--- src/common/ctx_cfg.svh ---
`ifndef CTX_CFG_SVH
`define CTX_CFG_SVH

// --------------------------------------------------
// Context sequencer status code
// --------------------------------------------------

// Width of the status code
// One code per sequencer state, 22 states fit in 5 bits
`define CTX_STATUS_W 5

// Reserved status codes

// Idle, waiting for a job start
`define CTX_STATUS_IDLE 0
// Job finished, shown for a single cycle before idle
`define CTX_STATUS_DONE 21
// State register holds a code outside the state set
`define CTX_STATUS_INVALID 31

`endif

--- src/common/ctx_pkg.sv ---
`include "ctx_cfg.svh"

package ctx_pkg;

    // --------------------------------------------------
    // Status and state encodings
    // --------------------------------------------------

    // Sequencer state code as seen outside the controller
    typedef logic [`CTX_STATUS_W-1:0] ctx_status_t;

    // Main sequencer states
    // Each value doubles as the external status code
    typedef enum logic [`CTX_STATUS_W-1:0] {
        IDLE                = 0,
        // Single pass through the preload and first shift
        START_FLAGS         = 1,
        ARRAY_PREP          = 2,
        FIRST_SHIFT         = 3,
        START_COMP          = 4,
        WAIT_CSWITCH        = 5,
        WAIT_CSWITCH_STALL  = 6,
        WAIT_OBUF           = 7,
        WAIT_OBUF_STALL     = 8,
        SCND_SHIFT          = 9,
        SCND_SHIFT_STALL    = 10,
        ALL_BUSY_SHIFT      = 11,
        ALL_BUSY            = 12,
        ARRAY_BUSY          = 13,
        // Context loop, repeated once per programmed context
        OBUF_BUSY_SHIFT     = 14,
        FORCE_STALL         = 15,
        OBUF_BUSY           = 16,
        ARRAY_CSWITCH       = 17,
        ARRAY_CSWITCH_STALL = 18,
        // Last iteration only
        LAST_SHIFT          = 19,
        LAST_WAIT           = 20,
        DONE                = 21
    } ctx_state_e;

    // Array pipeline stall machine
    typedef enum logic {
        ARRAY_STALL  = 1'b0,
        ARRAY_ACTIVE = 1'b1
    } stall_state_e;

    // --------------------------------------------------
    // Grouped control signals
    // --------------------------------------------------

    // Levels from interface, output buffer, cswitch controller and feeders
    typedef struct packed {
        logic start;
        logic outbuf_done;
        logic cdone;
        logic cswitch_done;
        logic shift_done;
        logic finalwrite;
        logic feeders_done;
        logic pipeline_en;
    } ctx_event_t;

    // Level commands driven by the sequencer
    typedef struct packed {
        logic feeders_start;
        logic feeders_reset;
        logic pop_gate;
        logic outbuf_reset;
        logic cswitch_en;
        logic cswitch_force;
        logic done;
    } ctx_cmd_t;

    // Requests from the sequencer to the stall machine
    typedef struct packed {
        logic computation_ready;
        logic force_stall;
        logic stall_reset;
    } stall_req_t;

endpackage

--- src/sequencer/ctx_sequencer.sv ---
`timescale 1ns/1ps
`include "ctx_cfg.svh"

module ctx_sequencer (
    input  logic                 i_clk,
    input  logic                 i_rstn,
    // Event levels from the neighbouring blocks
    input  ctx_pkg::ctx_event_t  i_evt,
    // Output buffer done, live or remembered since the last start
    input  logic                 i_done_hold,
    // Level commands to feeders, output buffer, cswitch and interface
    output ctx_pkg::ctx_cmd_t    o_cmd,
    // Requests to the pipeline stall machine
    output ctx_pkg::stall_req_t  o_stall_req,
    // Output buffer enable, its rising edge becomes the start pulse
    output logic                 o_outbuf_enable,
    output ctx_pkg::ctx_status_t o_status
);

    import ctx_pkg::*;

    ctx_state_e state_q;
    ctx_state_e state_d;

    // --------------------------------------------------
    // State register
    // --------------------------------------------------

    always_ff @(posedge i_clk or negedge i_rstn) begin
        if (!i_rstn) begin
            state_q <= IDLE;
        end else begin
            state_q <= state_d;
        end
    end

    // --------------------------------------------------
    // Transition logic
    // --------------------------------------------------

    // Event levels and the held buffer done meet here
    always_comb begin
        state_d = state_q;
        case (state_q)
            IDLE:        if (i_evt.start) state_d = START_FLAGS;
            START_FLAGS: state_d = ARRAY_PREP;
            // Preload of context 0 read by the output buffer
            ARRAY_PREP:  if (i_done_hold) state_d = FIRST_SHIFT;
            FIRST_SHIFT: if (i_evt.shift_done) state_d = START_COMP;
            // Pipeline may run from here, first context switch forced
            START_COMP:  if (i_evt.pipeline_en) state_d = WAIT_CSWITCH;
            WAIT_CSWITCH: begin
                if (i_evt.cdone && i_evt.cswitch_done) begin
                    state_d = WAIT_OBUF_STALL;
                end else if (i_evt.cdone) begin
                    state_d = WAIT_CSWITCH_STALL;
                end else if (i_evt.cswitch_done) begin
                    state_d = WAIT_OBUF;
                end
            end
            // Context finished early, FIFO pop held off
            WAIT_CSWITCH_STALL: if (i_evt.cswitch_done) state_d = WAIT_OBUF_STALL;
            WAIT_OBUF: begin
                if (i_evt.cdone && i_done_hold) begin
                    state_d = SCND_SHIFT_STALL;
                end else if (i_evt.cdone) begin
                    state_d = WAIT_OBUF_STALL;
                end else if (i_done_hold) begin
                    state_d = SCND_SHIFT;
                end
            end
            WAIT_OBUF_STALL: if (i_done_hold) state_d = SCND_SHIFT_STALL;
            // One cycle, second buffer start
            SCND_SHIFT: state_d = i_evt.cdone ? OBUF_BUSY_SHIFT : ALL_BUSY_SHIFT;
            SCND_SHIFT_STALL: if (i_done_hold) state_d = ARRAY_CSWITCH;
            // Everything busy while the buffer shifts
            ALL_BUSY_SHIFT: begin
                if (i_evt.shift_done && i_evt.cdone) begin
                    state_d = FORCE_STALL;
                end else if (i_evt.cdone) begin
                    state_d = OBUF_BUSY_SHIFT;
                end else if (i_evt.shift_done) begin
                    state_d = ALL_BUSY;
                end
            end
            ALL_BUSY: begin
                if (i_done_hold && i_evt.cdone) begin
                    state_d = ARRAY_CSWITCH;
                end else if (i_done_hold) begin
                    state_d = ARRAY_BUSY;
                end else if (i_evt.cdone) begin
                    state_d = OBUF_BUSY;
                end
            end
            // Buffer idle until the array ends its context
            ARRAY_BUSY: if (i_evt.cdone) state_d = ARRAY_CSWITCH;
            // Loop head, array computes while the context switches
            ARRAY_CSWITCH: begin
                if (i_evt.cdone && i_evt.cswitch_done) begin
                    if (i_evt.feeders_done && i_evt.finalwrite) begin
                        state_d = LAST_SHIFT;
                    end else begin
                        state_d = OBUF_BUSY_SHIFT;
                    end
                end else if (i_evt.cdone) begin
                    state_d = ARRAY_CSWITCH_STALL;
                end else if (i_evt.cswitch_done) begin
                    if (i_evt.feeders_done && i_evt.finalwrite) begin
                        state_d = LAST_SHIFT;
                    end else begin
                        state_d = ALL_BUSY_SHIFT;
                    end
                end
            end
            // Only the final write flag selects the last section here
            // Feeders done is not looked at in this state
            ARRAY_CSWITCH_STALL: begin
                if (i_evt.cswitch_done) begin
                    state_d = i_evt.finalwrite ? LAST_SHIFT : OBUF_BUSY_SHIFT;
                end
            end
            // Array shifts zeros while the buffer fetches
            OBUF_BUSY_SHIFT: begin
                if (i_done_hold) begin
                    state_d = ARRAY_CSWITCH;
                end else if (i_evt.shift_done) begin
                    state_d = FORCE_STALL;
                end
            end
            // One cycle to push the stall machine into stall
            FORCE_STALL: state_d = i_done_hold ? ARRAY_CSWITCH : OBUF_BUSY;
            OBUF_BUSY:   if (i_done_hold) state_d = ARRAY_CSWITCH;
            LAST_SHIFT:  state_d = LAST_WAIT;
            // Last write to output memory in flight
            LAST_WAIT:   if (i_done_hold) state_d = DONE;
            DONE:        state_d = IDLE;
            default:     state_d = IDLE;
        endcase
    end

    // --------------------------------------------------
    // Output table
    // --------------------------------------------------

    // Columns
    // cmd  fs fr pg or ce cf dn
    // en   output buffer enable
    // req  cr fs sr
    always_comb begin
        case (state_q)
            IDLE:                {o_cmd, o_outbuf_enable, o_stall_req} = {7'b0101001, 1'b0, 3'b000};
            START_FLAGS:         {o_cmd, o_outbuf_enable, o_stall_req} = {7'b1000000, 1'b1, 3'b000};
            ARRAY_PREP:          {o_cmd, o_outbuf_enable, o_stall_req} = {7'b0000000, 1'b0, 3'b100};
            FIRST_SHIFT:         {o_cmd, o_outbuf_enable, o_stall_req} = {7'b0000000, 1'b1, 3'b100};
            START_COMP:          {o_cmd, o_outbuf_enable, o_stall_req} = {7'b0010110, 1'b0, 3'b100};
            WAIT_CSWITCH:        {o_cmd, o_outbuf_enable, o_stall_req} = {7'b0010100, 1'b0, 3'b100};
            WAIT_CSWITCH_STALL:  {o_cmd, o_outbuf_enable, o_stall_req} = {7'b0000100, 1'b0, 3'b100};
            WAIT_OBUF:           {o_cmd, o_outbuf_enable, o_stall_req} = {7'b0010000, 1'b0, 3'b100};
            WAIT_OBUF_STALL:     {o_cmd, o_outbuf_enable, o_stall_req} = {7'b0000000, 1'b0, 3'b100};
            SCND_SHIFT:          {o_cmd, o_outbuf_enable, o_stall_req} = {7'b0010000, 1'b1, 3'b100};
            SCND_SHIFT_STALL:    {o_cmd, o_outbuf_enable, o_stall_req} = {7'b0000000, 1'b1, 3'b100};
            ALL_BUSY_SHIFT:      {o_cmd, o_outbuf_enable, o_stall_req} = {7'b0010000, 1'b1, 3'b100};
            // Array may stall on cdone while the buffer still works
            ALL_BUSY:            {o_cmd, o_outbuf_enable, o_stall_req} = {7'b0010000, 1'b1, 3'b000};
            ARRAY_BUSY:          {o_cmd, o_outbuf_enable, o_stall_req} = {7'b0010100, 1'b0, 3'b100};
            OBUF_BUSY_SHIFT:     {o_cmd, o_outbuf_enable, o_stall_req} = {7'b0000000, 1'b1, 3'b100};
            FORCE_STALL:         {o_cmd, o_outbuf_enable, o_stall_req} = {7'b0000000, 1'b0, 3'b010};
            OBUF_BUSY:           {o_cmd, o_outbuf_enable, o_stall_req} = {7'b0010000, 1'b1, 3'b000};
            ARRAY_CSWITCH:       {o_cmd, o_outbuf_enable, o_stall_req} = {7'b0010100, 1'b0, 3'b100};
            ARRAY_CSWITCH_STALL: {o_cmd, o_outbuf_enable, o_stall_req} = {7'b0000100, 1'b0, 3'b100};
            LAST_SHIFT:          {o_cmd, o_outbuf_enable, o_stall_req} = {7'b0000000, 1'b1, 3'b100};
            LAST_WAIT:           {o_cmd, o_outbuf_enable, o_stall_req} = {7'b0000000, 1'b0, 3'b100};
            // Resets asserted again and the stall machine cleared
            DONE:                {o_cmd, o_outbuf_enable, o_stall_req} = {7'b0101001, 1'b0, 3'b001};
            default:             {o_cmd, o_outbuf_enable, o_stall_req} = {7'b0101000, 1'b0, 3'b000};
        endcase
    end

    // Status is the state code, unused codes report as invalid
    always_comb begin
        case (state_q)
            IDLE: o_status = ctx_status_t'(`CTX_STATUS_IDLE);
            DONE: o_status = ctx_status_t'(`CTX_STATUS_DONE);
            START_FLAGS, ARRAY_PREP, FIRST_SHIFT, START_COMP, WAIT_CSWITCH,
            WAIT_CSWITCH_STALL, WAIT_OBUF, WAIT_OBUF_STALL, SCND_SHIFT,
            SCND_SHIFT_STALL, ALL_BUSY_SHIFT, ALL_BUSY, ARRAY_BUSY,
            OBUF_BUSY_SHIFT, FORCE_STALL, OBUF_BUSY, ARRAY_CSWITCH,
            ARRAY_CSWITCH_STALL, LAST_SHIFT, LAST_WAIT: begin
                o_status = ctx_status_t'(state_q);
            end
            default: o_status = ctx_status_t'(`CTX_STATUS_INVALID);
        endcase
    end

endmodule

--- src/source/pipeline_stall_ctrl.sv ---
`timescale 1ns/1ps

module pipeline_stall_ctrl (
    input  logic                i_clk,
    input  logic                i_rstn,
    // Ready, force and reset requests from the sequencer
    input  ctx_pkg::stall_req_t i_req,
    // Current context has entered the array
    input  logic                i_cdone,
    // Master enable of the array pipeline
    output logic                o_pipeline_gate
);

    import ctx_pkg::*;

    stall_state_e state_q;
    stall_state_e state_d;

    // Pipeline starts stalled
    always_ff @(posedge i_clk or negedge i_rstn) begin
        if (!i_rstn) begin
            state_q <= ARRAY_STALL;
        end else begin
            state_q <= state_d;
        end
    end

    // --------------------------------------------------
    // Stall transitions
    // --------------------------------------------------

    always_comb begin
        state_d = state_q;
        // Job end returns the array to stall whatever the state
        if (i_req.stall_reset) begin
            state_d = ARRAY_STALL;
        end else begin
            case (state_q)
                // Stop on a forced stall or when the context ends unready
                ARRAY_ACTIVE: begin
                    if (i_req.force_stall || (i_cdone && !i_req.computation_ready)) begin
                        state_d = ARRAY_STALL;
                    end
                end
                // Resume once computation is ready
                ARRAY_STALL: if (i_req.computation_ready) state_d = ARRAY_ACTIVE;
                default:     state_d = ARRAY_STALL;
            endcase
        end
    end

    // Gate open only while active
    assign o_pipeline_gate = (state_q == ARRAY_ACTIVE);

endmodule

--- src/source/obuf_handshake.sv ---
`timescale 1ns/1ps

module obuf_handshake (
    input  logic i_clk,
    input  logic i_rstn,
    // Done level from the output buffer
    input  logic i_outbuf_done,
    // Enable level from the sequencer
    input  logic i_enable,
    // Buffer reset command from the sequencer
    input  logic i_outbuf_reset,
    // Start pulse, first cycle of each enable run
    output logic o_outbuf_start,
    // Done seen since the last start or reset
    output logic o_done_hold
);

    logic enable_q;
    logic done_q;

    // --------------------------------------------------
    // Start edge
    // --------------------------------------------------

    always_ff @(posedge i_clk or negedge i_rstn) begin
        if (!i_rstn) begin
            enable_q <= 1'b0;
        end else begin
            enable_q <= i_enable;
        end
    end

    // Rising edge of the enable level
    assign o_outbuf_start = i_enable && !enable_q;

    // --------------------------------------------------
    // Done hold
    // --------------------------------------------------

    // A fresh done wins over the clear in the same cycle
    always_ff @(posedge i_clk or negedge i_rstn) begin
        if (!i_rstn) begin
            done_q <= 1'b0;
        end else if (i_outbuf_done) begin
            done_q <= 1'b1;
        end else if (o_outbuf_start || i_outbuf_reset) begin
            done_q <= 1'b0;
        end
    end

    // Live done passes straight through unless a new start or reset is out
    assign o_done_hold = (i_outbuf_done || done_q) && !(o_outbuf_start || i_outbuf_reset);

endmodule

--- src/source/ctx_ctrl_top.sv ---
`timescale 1ns/1ps

module ctx_ctrl_top (
    input  logic                 i_clk,
    input  logic                 i_rstn,
    // Event levels, sampled on the rising edge
    input  ctx_pkg::ctx_event_t  i_evt,
    // Level commands to the neighbouring blocks
    output ctx_pkg::ctx_cmd_t    o_cmd,
    // One cycle start for the output buffer
    output logic                 o_outbuf_start,
    // Array pipeline enable
    output logic                 o_pipeline_gate,
    // Sequencer state code
    output ctx_pkg::ctx_status_t o_status
);

    import ctx_pkg::*;

    // --------------------------------------------------
    // Internal links
    // --------------------------------------------------

    // Sequencer to stall machine
    stall_req_t stall_req;
    // Sequencer to buffer handshake
    logic       outbuf_enable;
    // Buffer handshake back to sequencer
    logic       done_hold;

    // Main context state machine
    ctx_sequencer ctx_sequencer_i (
        .i_clk           (i_clk),
        .i_rstn          (i_rstn),
        .i_evt           (i_evt),
        .i_done_hold     (done_hold),
        .o_cmd           (o_cmd),
        .o_stall_req     (stall_req),
        .o_outbuf_enable (outbuf_enable),
        .o_status        (o_status)
    );

    // Array pipeline gate
    pipeline_stall_ctrl pipeline_stall_ctrl_i (
        .i_clk           (i_clk),
        .i_rstn          (i_rstn),
        .i_req           (stall_req),
        .i_cdone         (i_evt.cdone),
        .o_pipeline_gate (o_pipeline_gate)
    );

    // Buffer start pulse and done hold
    // Buffer reset comes from the sequencer command vector
    obuf_handshake obuf_handshake_i (
        .i_clk          (i_clk),
        .i_rstn         (i_rstn),
        .i_outbuf_done  (i_evt.outbuf_done),
        .i_enable       (outbuf_enable),
        .i_outbuf_reset (o_cmd.outbuf_reset),
        .o_outbuf_start (o_outbuf_start),
        .o_done_hold    (done_hold)
    );

endmodule

--- config.mk ---
export PLATFORM = sky130hd
export DESIGN_NAME = ctx_ctrl_top
export DESIGN_NICKNAME = d
export VERILOG_FILES = /design/src/common/ctx_pkg.sv /design/src/sequencer/ctx_sequencer.sv /design/src/source/pipeline_stall_ctrl.sv /design/src/source/obuf_handshake.sv /design/src/source/ctx_ctrl_top.sv
export VERILOG_INCLUDE_DIRS = /design/src /design/src/common
export SDC_FILE = /design/constraint.sdc
export NUM_CORES = 1
export LEC_CHECK = 0
export BUFFER_PORTS_ARGS = -buffer_cell sky130_fd_sc_hd__buf_4
export CAP_MARGIN = 25
export CORE_MARGIN = 3
export CORE_UTILIZATION = 50
export DETAILED_ROUTE_END_ITERATION = 7
export PLACE_DENSITY = 0.76
export SYNTH_ARGS = -nofsm -noshare
export SYNTH_HDL_FRONTEND = slang
export SYNTH_SLANG_ARGS = --single-unit
--- constraint.sdc ---
create_clock -name i_clk -period 2.8 [get_ports i_clk]
set_clock_uncertainty 0.2 [all_clocks]
set_input_delay 0.7 -clock i_clk [delete_from_list [all_inputs] [get_ports i_clk]]
set_output_delay 0.7 -clock i_clk [all_outputs]
set_load 0.03 [all_outputs]
### After elaboration in Yosys (flattened, before gate mapping)

Memories as Yosys holds them, arrays and structs flattened.
Cells that the tools add are included.

| storage, ports and cells | value |
|---|---|
| register bits | 8 |
| bits of input ports | 10 |
| output and inout port bits | 14 |
| bits in read-only memories | 352 |
| logic and storage cells | 101 |
| memories kept | 1 |

Memories:

| name | depth | bits a word | read ports | clocked after memory_dff | write ports | line | text |
|---|---|---|---|---|---|---|---|
| (no name shown) | 32 | 11 | 1 | 0 | 0 | ctx_sequencer.sv:150 | `case (state_q)` |

| cells by class | value |
|---|---|
| multiplexer cells | 40 |
| bitwise logic cells | 1 |
| reduce and logical (&&, ||, !) cells | 18 |
| equality and inequality tests | 37 |

Operators by type and width:

| cell | count |
|---|---|
| $mux 5 | 30 |
| $pmux 5 s20 | 1 |
| $eq 5x4->1 const B | 8 |
| $eq 5x5->1 const B | 6 |
| $eq 5x3->1 const B | 4 |
| $reduce_or 20->1 | 1 |
| $reduce_and 16->1 | 1 |
| $pmux 5 s3 | 1 |
| $ne 2x2->1 const B | 6 |
| $ne 4x3->1 const B | 3 |
| $eq 5x2->1 const B | 2 |
| $ne 2x1->1 const B | 4 |
| $ne 4x2->1 const B | 2 |
| $logic_and 1x1->1 | 7 |
| $mux 1 | 6 |
| $eq 5x1->1 const B | 1 |
| $logic_not 5->1 | 1 |
| $logic_not 1->1 | 3 |
| $logic_or 1x1->1 | 3 |
| $mux 3 | 1 |
| $ne 3x2->1 const B | 1 |
| $pmux 1 s2 | 1 |
| $reduce_bool 2->1 | 1 |
| $reduce_or 2->1 | 1 |
| $not 1->1 | 1 |

### Depth between registers and ports, before layout

Gate-level depths: netlist (run 1).

| depth | value |
|---|---|
| word-level depth | 9 |
| gate-level depth with buffers | 9 |
| gate-level depth less buffers | 8 |

### By module

From an unflattened synthesis (run 1), not the netlist that was laid out.

| unflattened totals | value |
|---|---|
| cell total of the unflattened synthesis | 178 |
| area total of the unflattened synthesis | 1322.5 um^2 |

By module, submodules not included:

| module | instances | cells an instance | area each (um^2) | seq. area each (um^2) |
|---|---|---|---|---|
| ctx_sequencer | 1 | 167 | 1187.4 | 125.1 |
| obuf_handshake | 1 | 7 | 91.3 | 50.0 |
| pipeline_stall_ctrl | 1 | 4 | 43.8 | 25.0 |

### Worst setup path before layout (run 1)

No wires, ideal clock.

| path | value |
|---|---|
| path type | reg2out |
| from | register ctx_sequencer_i.state_q[0] |
| to | output port o_status[2] |
| arrival | 2145 ps |
| slack | -245 ps |
| stages on the path, launching flop included | 5 |
| buffers on the path | 1 |
| required time | 1900 ps |
| cell sequence | dfrtp_1 > inv_1 > ha_1 > clkbuf_1 > o41ai_1 |

| between the ends | value |
|---|---|
| cells in the longest elaborated chain, start to end | 3 |
| elaborated cells between the ends (all ways) | 24 |
| classes of those cells | eq/ne (21); mux (1); reduce/logical (2) |

RTL lines:

| element | line | text |
|---|---|---|
| start: declaration | ctx_sequencer.sv:22 | `ctx_state_e state_q;` |
| start signal: assignment | ctx_sequencer.sv:33 | `state_q <= state_d;` |
| $eq 5x1->1 (tied with other cells) | ctx_sequencer.sv:181 | `case (state_q)` |
| $reduce_or 20->1 | ctx_sequencer.sv:181 |  |
| $pmux 5 s3 * | ctx_sequencer.sv:181 |  |
| end: declaration | ctx_ctrl_top.sv:15 | `output ctx_pkg::ctx_status_t o_status` |

Every way passes the cells marked *; elsewhere a longest branch is shown, timed or not.

### Final worst setup path (run 1)

| path | value |
|---|---|
| from | register ctx_sequencer_i.state_q[0] |
| to | output port o_status[0] |

The elaborated chain is that of the path after synthesis.

==> results.toml, run 1 <==
[run_status]
status = "finished clean"

[setup_path]
worstSetupPathType = "flip-flop to primary output"
crit_path_cell_trace = "buf_6, ha_4, o41ai_4, mux2i_1, o21ai_2, buf_6"
worstSetupEndpointType = "primary output"
required_ps = 1900
arrival_ps = 1870
slowest_delay_ps = 430
timing.critical_path.from = "ctx_sequencer_i.state_q[0]"
worst_path_most_repeated_cell = "buf_6"
cp_slowest_cell = "dfrtp_2"
critPathMaxFanout = 5
r2r_start = "ctx_sequencer_i.state_q[2]"
worstSetupStartpointType = "flip-flop"

[grt]
track_usage = 0.305
grt_max_degree = 16
grt_pass1_vias = 1620
grt_pass1_wl_um = 7780
antenna_found_initial = 0
grt_overflow_total = 0

[placed_design]
dpl_cell_area_mm2 = 0.00164
globalplace.congestion = 0.999
dp.cells = 241
port_buffers = 23
hpwlAfterDp_um = 3460

[sta]
period_needed_ps = 2770
maxSlewViolCount = 0
fin_crit_sh = 0.989
setup_viol = 0
hold_viol = 0
rsz0062_at_grt = "yes"
worstMarginPinSlew_ps = 528
slew_headroom = 0.648
max_freq_mhz = 361

[detailed_routing]
routed_wl_um = 4690
dr.pass1.iters = 5
drc = 0
vias_per_cell = 6.65
ant_nets = 0
dr_total_vias = 1668
drt_iter0_drc = 125
wire_per_inst_um = 18.7

[floorplanning]
core_area_mm2 = 0.00232
row_count = 17
die_h_um = 56.7
die_w_um = 56.7
initial_utilization = 0.554
die_area_mm2 = 0.00321
io_pins = 24

[synth]
syn_area_mm2 = 0.00128
synth_ff_type = "dfrtp_1"
ys_types = 55
yosysWarningCount = 0
ys_ff_latch = 8
synth-edff-count = 0
synthArstFlopShare = 1.00
syn_nets = 197
synth-seq-area-share = 0.156
syn_avg_cell_area_um2 = 7.13
synthCells = 180

[clock_tree]
clkSlewWorstSetupHoldPaths_ps = 60
clockRootBuffer = "clkbuf_4"
cts_tree = "yes"
cts.htree.levels = 1
worstSkewPairLatency_ps = 260
cts.sinks = 8
cts_buffer_depth = 2
numCtsBuffers = 3

[finish]
syn2layout_area_growth_pct = 37.9
finalInstanceArea_mm2 = 0.00177
layout-drive-gt1-share = 0.350
fin_nets = 241
n_antenna_cell = 0
final_cells = 251

[min_path]
hold_class = "input pin to asynchronous set/reset pin"

[job]
max_cap_violations = 0
==> cell usage after synthesis (3+ instances only) <==
cell type	number	area share
a21o_1	4	0.023
a21oi_1	16	0.062
a22oi_1	3	0.018
a31oi_1	3	0.015
a41oi_1	3	0.020
buf_2	3	0.012
clkbuf_1	8	0.023
dfrtp_1	8	0.16
ha_1	7	0.068
inv_1	8	0.023
nand2_1	17	0.050
nand2b_1	5	0.024
nand3_1	5	0.019
nor2_1	16	0.047
nor2b_1	12	0.058
nor3_1	4	0.016
o211ai_1	3	0.018
o21ai_0	7	0.027
o21ai_1	3	0.012
o221ai_1	3	0.020
==> flip-flops by register name, summed over array words and instances (netlist names) <==
name and count:
ctx_sequencer_i.state_q 5, obuf_handshake_i.done_q 1, obuf_handshake_i.enable_q 1, pipeline_stall_ctrl_i.o_pipeline_gate 1
==> critical path, delay by kind of cell (launching register included) <==
| family | cells | cell delay (ps) |
|---|---|---|
| AOI/OAI and AO/OA | 2 | 490 |
| buffers and inverters | 2 | 280 |
| adders and majority gates | 1 | 160 |
| muxes | 1 | 250 |
| DFF | 1 | 430 |
==> what timing repair did <==
| item | in CTS | in global routing |
|---|---|---|
| setup buffers | 3 | 3 |
| pin swaps | 2 | 1 |
| hold buffers | 0 | 0 |
| gates resized for setup | 14 | 6 |
| setup endpoints to repair | 8 | 7 |
==> final cells by class <==
type / instances / area [µm²]
flip-flops and latches: 8 / 204
fillers: 172 / 548
clock buffers: 4 / 26.3
multi-input cells: 150 / 1060
repair buffers: 53 / 413
well taps: 28 / 35.0
inverters: 8 / 30.0
==> layout by cell type, fill, tap and decap left out, types with 3 or more instances in the layout <==
cell type  count
o21ai_0        4
buf_6          4
a41oi_1        3
inv_1          6
dfrtp_1        5
nor2_1        15
o21ai_1        4
a21o_1         4
ha_1           3
a21oi_1       15
clkbuf_4       3
a22oi_1        3
nor3_1         4
nand2b_1       5
o221ai_1       3
nand3_1        5
nand2_1       16
o211ai_1       3
a31oi_1        3
dfrtp_2        3
nor2b_1       12
buf_4         49
==> layer usage <==
metal / wire length [µm] / track usage
met1: 1730 / 0.395
met2: 2190 / 0.480
met4: 115 / 0.112
met5: 0 / 0
met3: 650 / 0.0828
==> worst paths after layout <==
kind	endpoint	slack (ps)	cells past startpoint
worst max-delay path	o_status[0]	30	6
worst min-delay path	pipeline_stall_ctrl_i.o_pipeline_gate	50	1
worst max register to register	ctx_sequencer_i.state_q[4]	210	8
worst min register to register	pipeline_stall_ctrl_i.o_pipeline_gate	470	2
max in group asynchronous	ctx_sequencer_i.state_q[3]	2200	1
min in group i_clk	obuf_handshake_i.done_q	460	2
==> stage by stage <==
step | setup TNS, ps | utilization | setup slack, ps | hold WS [ps]
floorplan | -456 | - | -217 | 204
global placement | 0 | 0.705 | 179 | 320
detailed placement | 0 | 0.705 | 132 | 325
CTS | -11.9 | 0.744 | -11.9 | 40.3
global route | -154 | 0.764 | -42.7 | 29.5
finish | 0 | 0.764 | 30.1 | 46.7
==> logic make-up after synthesis <==
| logic type | share of synthesized area |
|---|---|
| compound gates | 0.391 |
| fa+ha+maj | 0.0682 |
| buf+inv | 0.0731 |
| flops | 0.156 |
| mux | 0.0283 |
| simple gates | 0.284 |
Power of run 1 is not shown: default switching activity piles up to over one toggle a cycle in this logic, so the estimate is an artifact.
==> run 2: changes to the inputs <==
==> constraint.sdc (replaced) <==
create_clock -name i_clk -period 2.3 [get_ports i_clk]
set_clock_uncertainty 0.2 [all_clocks]
set_input_delay 0.575 -clock i_clk [delete_from_list [all_inputs] [get_ports i_clk]]
set_output_delay 0.575 -clock i_clk [all_outputs]
set_load 0.03 [all_outputs]
==> run 2 against run 1 <==
Compared with the run above: the run now fails in clock tree synthesis; synthesized cell count unchanged; synthesized area unchanged.
==> results.toml, run 2 <==
[run_status]
status = "did not finish"
flow.stopped_at = "clock tree synthesis"
firstError = "[ERROR DPL-0033] detailed placement checks failed during check placement."

[floorplanning]
initial_utilization = 0.554
die_w_um = 56.7
die_h_um = 56.7
io_pins = 24
row_count = 17

[synth]
synthCells = 180
synth_adder_area_share = 0.0682
synthArstFlopShare = 1.00
synth_mux_area_frac = 0.0283
yosysWarningCount = 0
ys_types = 55
synthXorXnorAreaFrac = 0
synth-edff-count = 0
synth-seq-area-share = 0.156
synth_compound_area_frac = 0.391
synthTopCellsByArea = "dfrtp_1 (16%), ha_1 (6.8%), a21oi_1 (6.2%)"
syn_avg_cell_area_um2 = 7.13
ys_ff_latch = 8
synth.most_common_cell = "nand2_1"
synth_top_family_by_area = "compound AO/OA/AOI/OAI gates"
syn_area_mm2 = 0.00128
synth-simple-area-share = 0.284
netlist_top_cells_count = "nand2_1 (17), a21oi_1 (16), nor2_1 (16)"
yosysTopAreaCellShare = 0.156
synth_ff_type = "dfrtp_1"
syn_nets = 197
synth.largest_area_cell = "dfrtp_1"

[placed_design]
globalplace.congestion = 1.08
hpwlAfterDp_um = 4270
port_buffers = 23

[clock_tree]
cts_hold_buffers = 1
cts.sinks = 8
cts.htree.levels = 1
postCtsSetupRepairBufs = 8
cts_resized = 53
cts_buffer_depth = 2
numCtsBuffers = 3
clockRootBuffer = "clkbuf_4"
## run 2: through the flow
step | hold slack (ps) | std cells | setup TNS [ps] | setup WS, ps | instance area, µm²
global placement | 194 | 276 | -884 | -157 | 1990
detailed placement | 198 | 276 | -2110 | -290 | 1990
floorplan | 79.4 | 180 | -880 | -273 | 1380
## run 2: logic make-up after synthesis
kind of cell | count (synthesis)
buffers and inverters | 22
AO/OA/AOI/OAI | 69
flip-flops | 8
multiplexers | 3
AND/OR/NAND/NOR | 71
adder cells (fa/ha/maj) | 7
==> run 3: changes to the inputs <==
--- a/config.mk
+++ b/config.mk
@@ -8,10 +8,10 @@
 export LEC_CHECK = 0
 export BUFFER_PORTS_ARGS = -buffer_cell sky130_fd_sc_hd__buf_4
 export CAP_MARGIN = 25
-export CORE_MARGIN = 3
-export CORE_UTILIZATION = 50
+export CORE_AREA = 3 3 64 66
 export DETAILED_ROUTE_END_ITERATION = 7
-export PLACE_DENSITY = 0.76
+export DIE_AREA = 0 0 67 69
+export PLACE_DENSITY_LB_ADDON = 0.15
 export SYNTH_ARGS = -nofsm -noshare
 export SYNTH_HDL_FRONTEND = slang
 export SYNTH_SLANG_ARGS = --single-unit
==> constraint.sdc (replaced) <==
create_clock -name i_clk -period 3 [get_ports i_clk]
set_clock_uncertainty 0.2 [all_clocks]
set_input_delay 0.75 -clock i_clk [delete_from_list [all_inputs] [get_ports i_clk]]
set_output_delay 0.75 -clock i_clk [all_outputs]
set_load 0.03 [all_outputs]
==> run 3 against run 2 <==
Compared with the run above: the run now ends clean.
==> results.toml, run 3 (synthesis gave the netlist of run 1 again) <==
[run_status]
status = "finished clean"

[setup_path]
required_ps = 2050
worstSetupEndpointType = "primary output"
ff2ff_path_depth = 9
arrival_ps = 1930
critPathMaxFanout = 8
worstSetupStartpointType = "flip-flop"
worstSetupPathType = "flip-flop to primary output"

[clock_tree]
clkSlewWorstSetupHoldPaths_ps = 40
numCtsBuffers = 3
cts.sinks = 8
cts_tree = "yes"
cts.htree.levels = 1
worstSkewPairLatency_ps = 220
cts_hold_buffers = 0
cts_buffer_depth = 2
clockRootBuffer = "clkbuf_8"

[finish]
largest_reg_flops = 5
finalInstanceArea_mm2 = 0.00170
fin_nets = 235
nFillCells = 380
syn2layout_area_growth_pct = 32.7
layout-drive-gt1-share = 0.306
n_antenna_cell = 0
mostFrequentLayoutCell = "buf_4"
final_cell_mix = "buf_4 (46), nand2_1 (17), nor2_1 (15), a21oi_1 (15), nor2b_1 (12)"
largest_register = "ctx_sequencer_i.state_q"

[detailed_routing]
drc = 0
wire_per_inst_um = 17.1
dr.pass1.iters = 4
dr_total_vias = 1558
routed_wl_um = 4510
ant_nets = 0
vias_per_cell = 5.90
drt_iter0_drc = 206

[sta]
maxSlewViolCount = 0
slew_headroom = 0.667
worstMarginPinSlew_ps = 498
rsz0062_at_grt = "no"
hold_viol = 0
fin_crit_sh = 0.960
period_needed_ps = 2880
setup_viol = 0
max_freq_mhz = 347

[placed_design]
port_buffers = 23
dpl_cell_area_mm2 = 0.00160
hpwlAfterDp_um = 3460
globalplace.congestion = 0.881

[grt]
grt_pass1_wl_um = 6890
grt_max_degree = 16
track_usage = 0.188
grt_overflow_total = 0
grt_pass1_vias = 1427
antenna_found_initial = 0

[floorplanning]
die_w_um = 67
core_area_mm2 = 0.00363
die_area_mm2 = 0.00462
row_count = 22
initial_utilization = 0.353
die_h_um = 69
io_pins = 24

[min_path]
hold_class = "input pin to asynchronous set/reset pin"

[job]
max_cap_violations = 0
run 3: path summary, 6_finish.rpt:
path / start / endpoint / slack (ps)
setup / recovery: ctx_sequencer_i.state_q[0] / o_status[3] / 120
hold / removal: i_rstn / obuf_handshake_i.enable_q / 140
setup reg to reg: ctx_sequencer_i.state_q[0] / ctx_sequencer_i.state_q[4] / 390
hold reg to reg: ctx_sequencer_i.state_q[4] / ctx_sequencer_i.state_q[4] / 440
max in group asynchronous: i_rstn / ctx_sequencer_i.state_q[4] / 2320
min in group i_clk: ctx_sequencer_i.state_q[4] / ctx_sequencer_i.state_q[4] / 440
run 3: worst max-delay path, cell delays in order, from the launching register on:
cell	delay, ps
dfrtp_2	440
inv_2	120
ha_4	160
buf_6	120
nor2b_1	50
o21ai_1	150
o41ai_2	90
buf_4	150
buf_4	130
a21o_1	150
buf_4	160
run 3: stage by stage:
stage	worst slack, ps	utilization	cells	hold slack, ps	setup TNS [ps]
global placement	235	0.440	256	372	0
finish	120	0.469	264	136	0
floorplan	-94.8	-	180	254	-190
detailed placement	160	0.440	256	374	0
CTS	6.04	0.454	260	132	0
global route	6.02	0.469	264	132	0
run 3: layout make-up:
cell class | instances | area, µm² | share of cell area
multi-input combinational | 150 | 1010 | 0.592
timing repair buffer | 47 | 357 | 0.209
sequential | 8 | 205 | 0.120
tap | 48 | 60.1 | 0.0352
clock buffer | 3 | 41.3 | 0.0242
inverter | 8 | 32.5 | 0.0191
run 3: routing by layer:
| metal | vias up | track usage | share of wire |
|---|---|---|---|
| li1 | 751 | - | - |
| met1 | 711 | 0.258 | 0.41 |
| met2 | 88 | 0.290 | 0.47 |
| met3 | 8 | 0.0489 | 0.099 |
| met4 | 0 | 0.0428 | 0.015 |
| met5 | - | 0 | 0 |
run 3: what timing repair did:
| action | 4_1_cts | 5_1_grt |
|---|---|---|
| buffers inserted | 1 | 4 |
| pin swaps | 1 | 2 |
| setup endpoints to repair | 3 | 4 |
| gates resized for setup | 4 | 7 |
Power of run 3 is left out for the same reason.
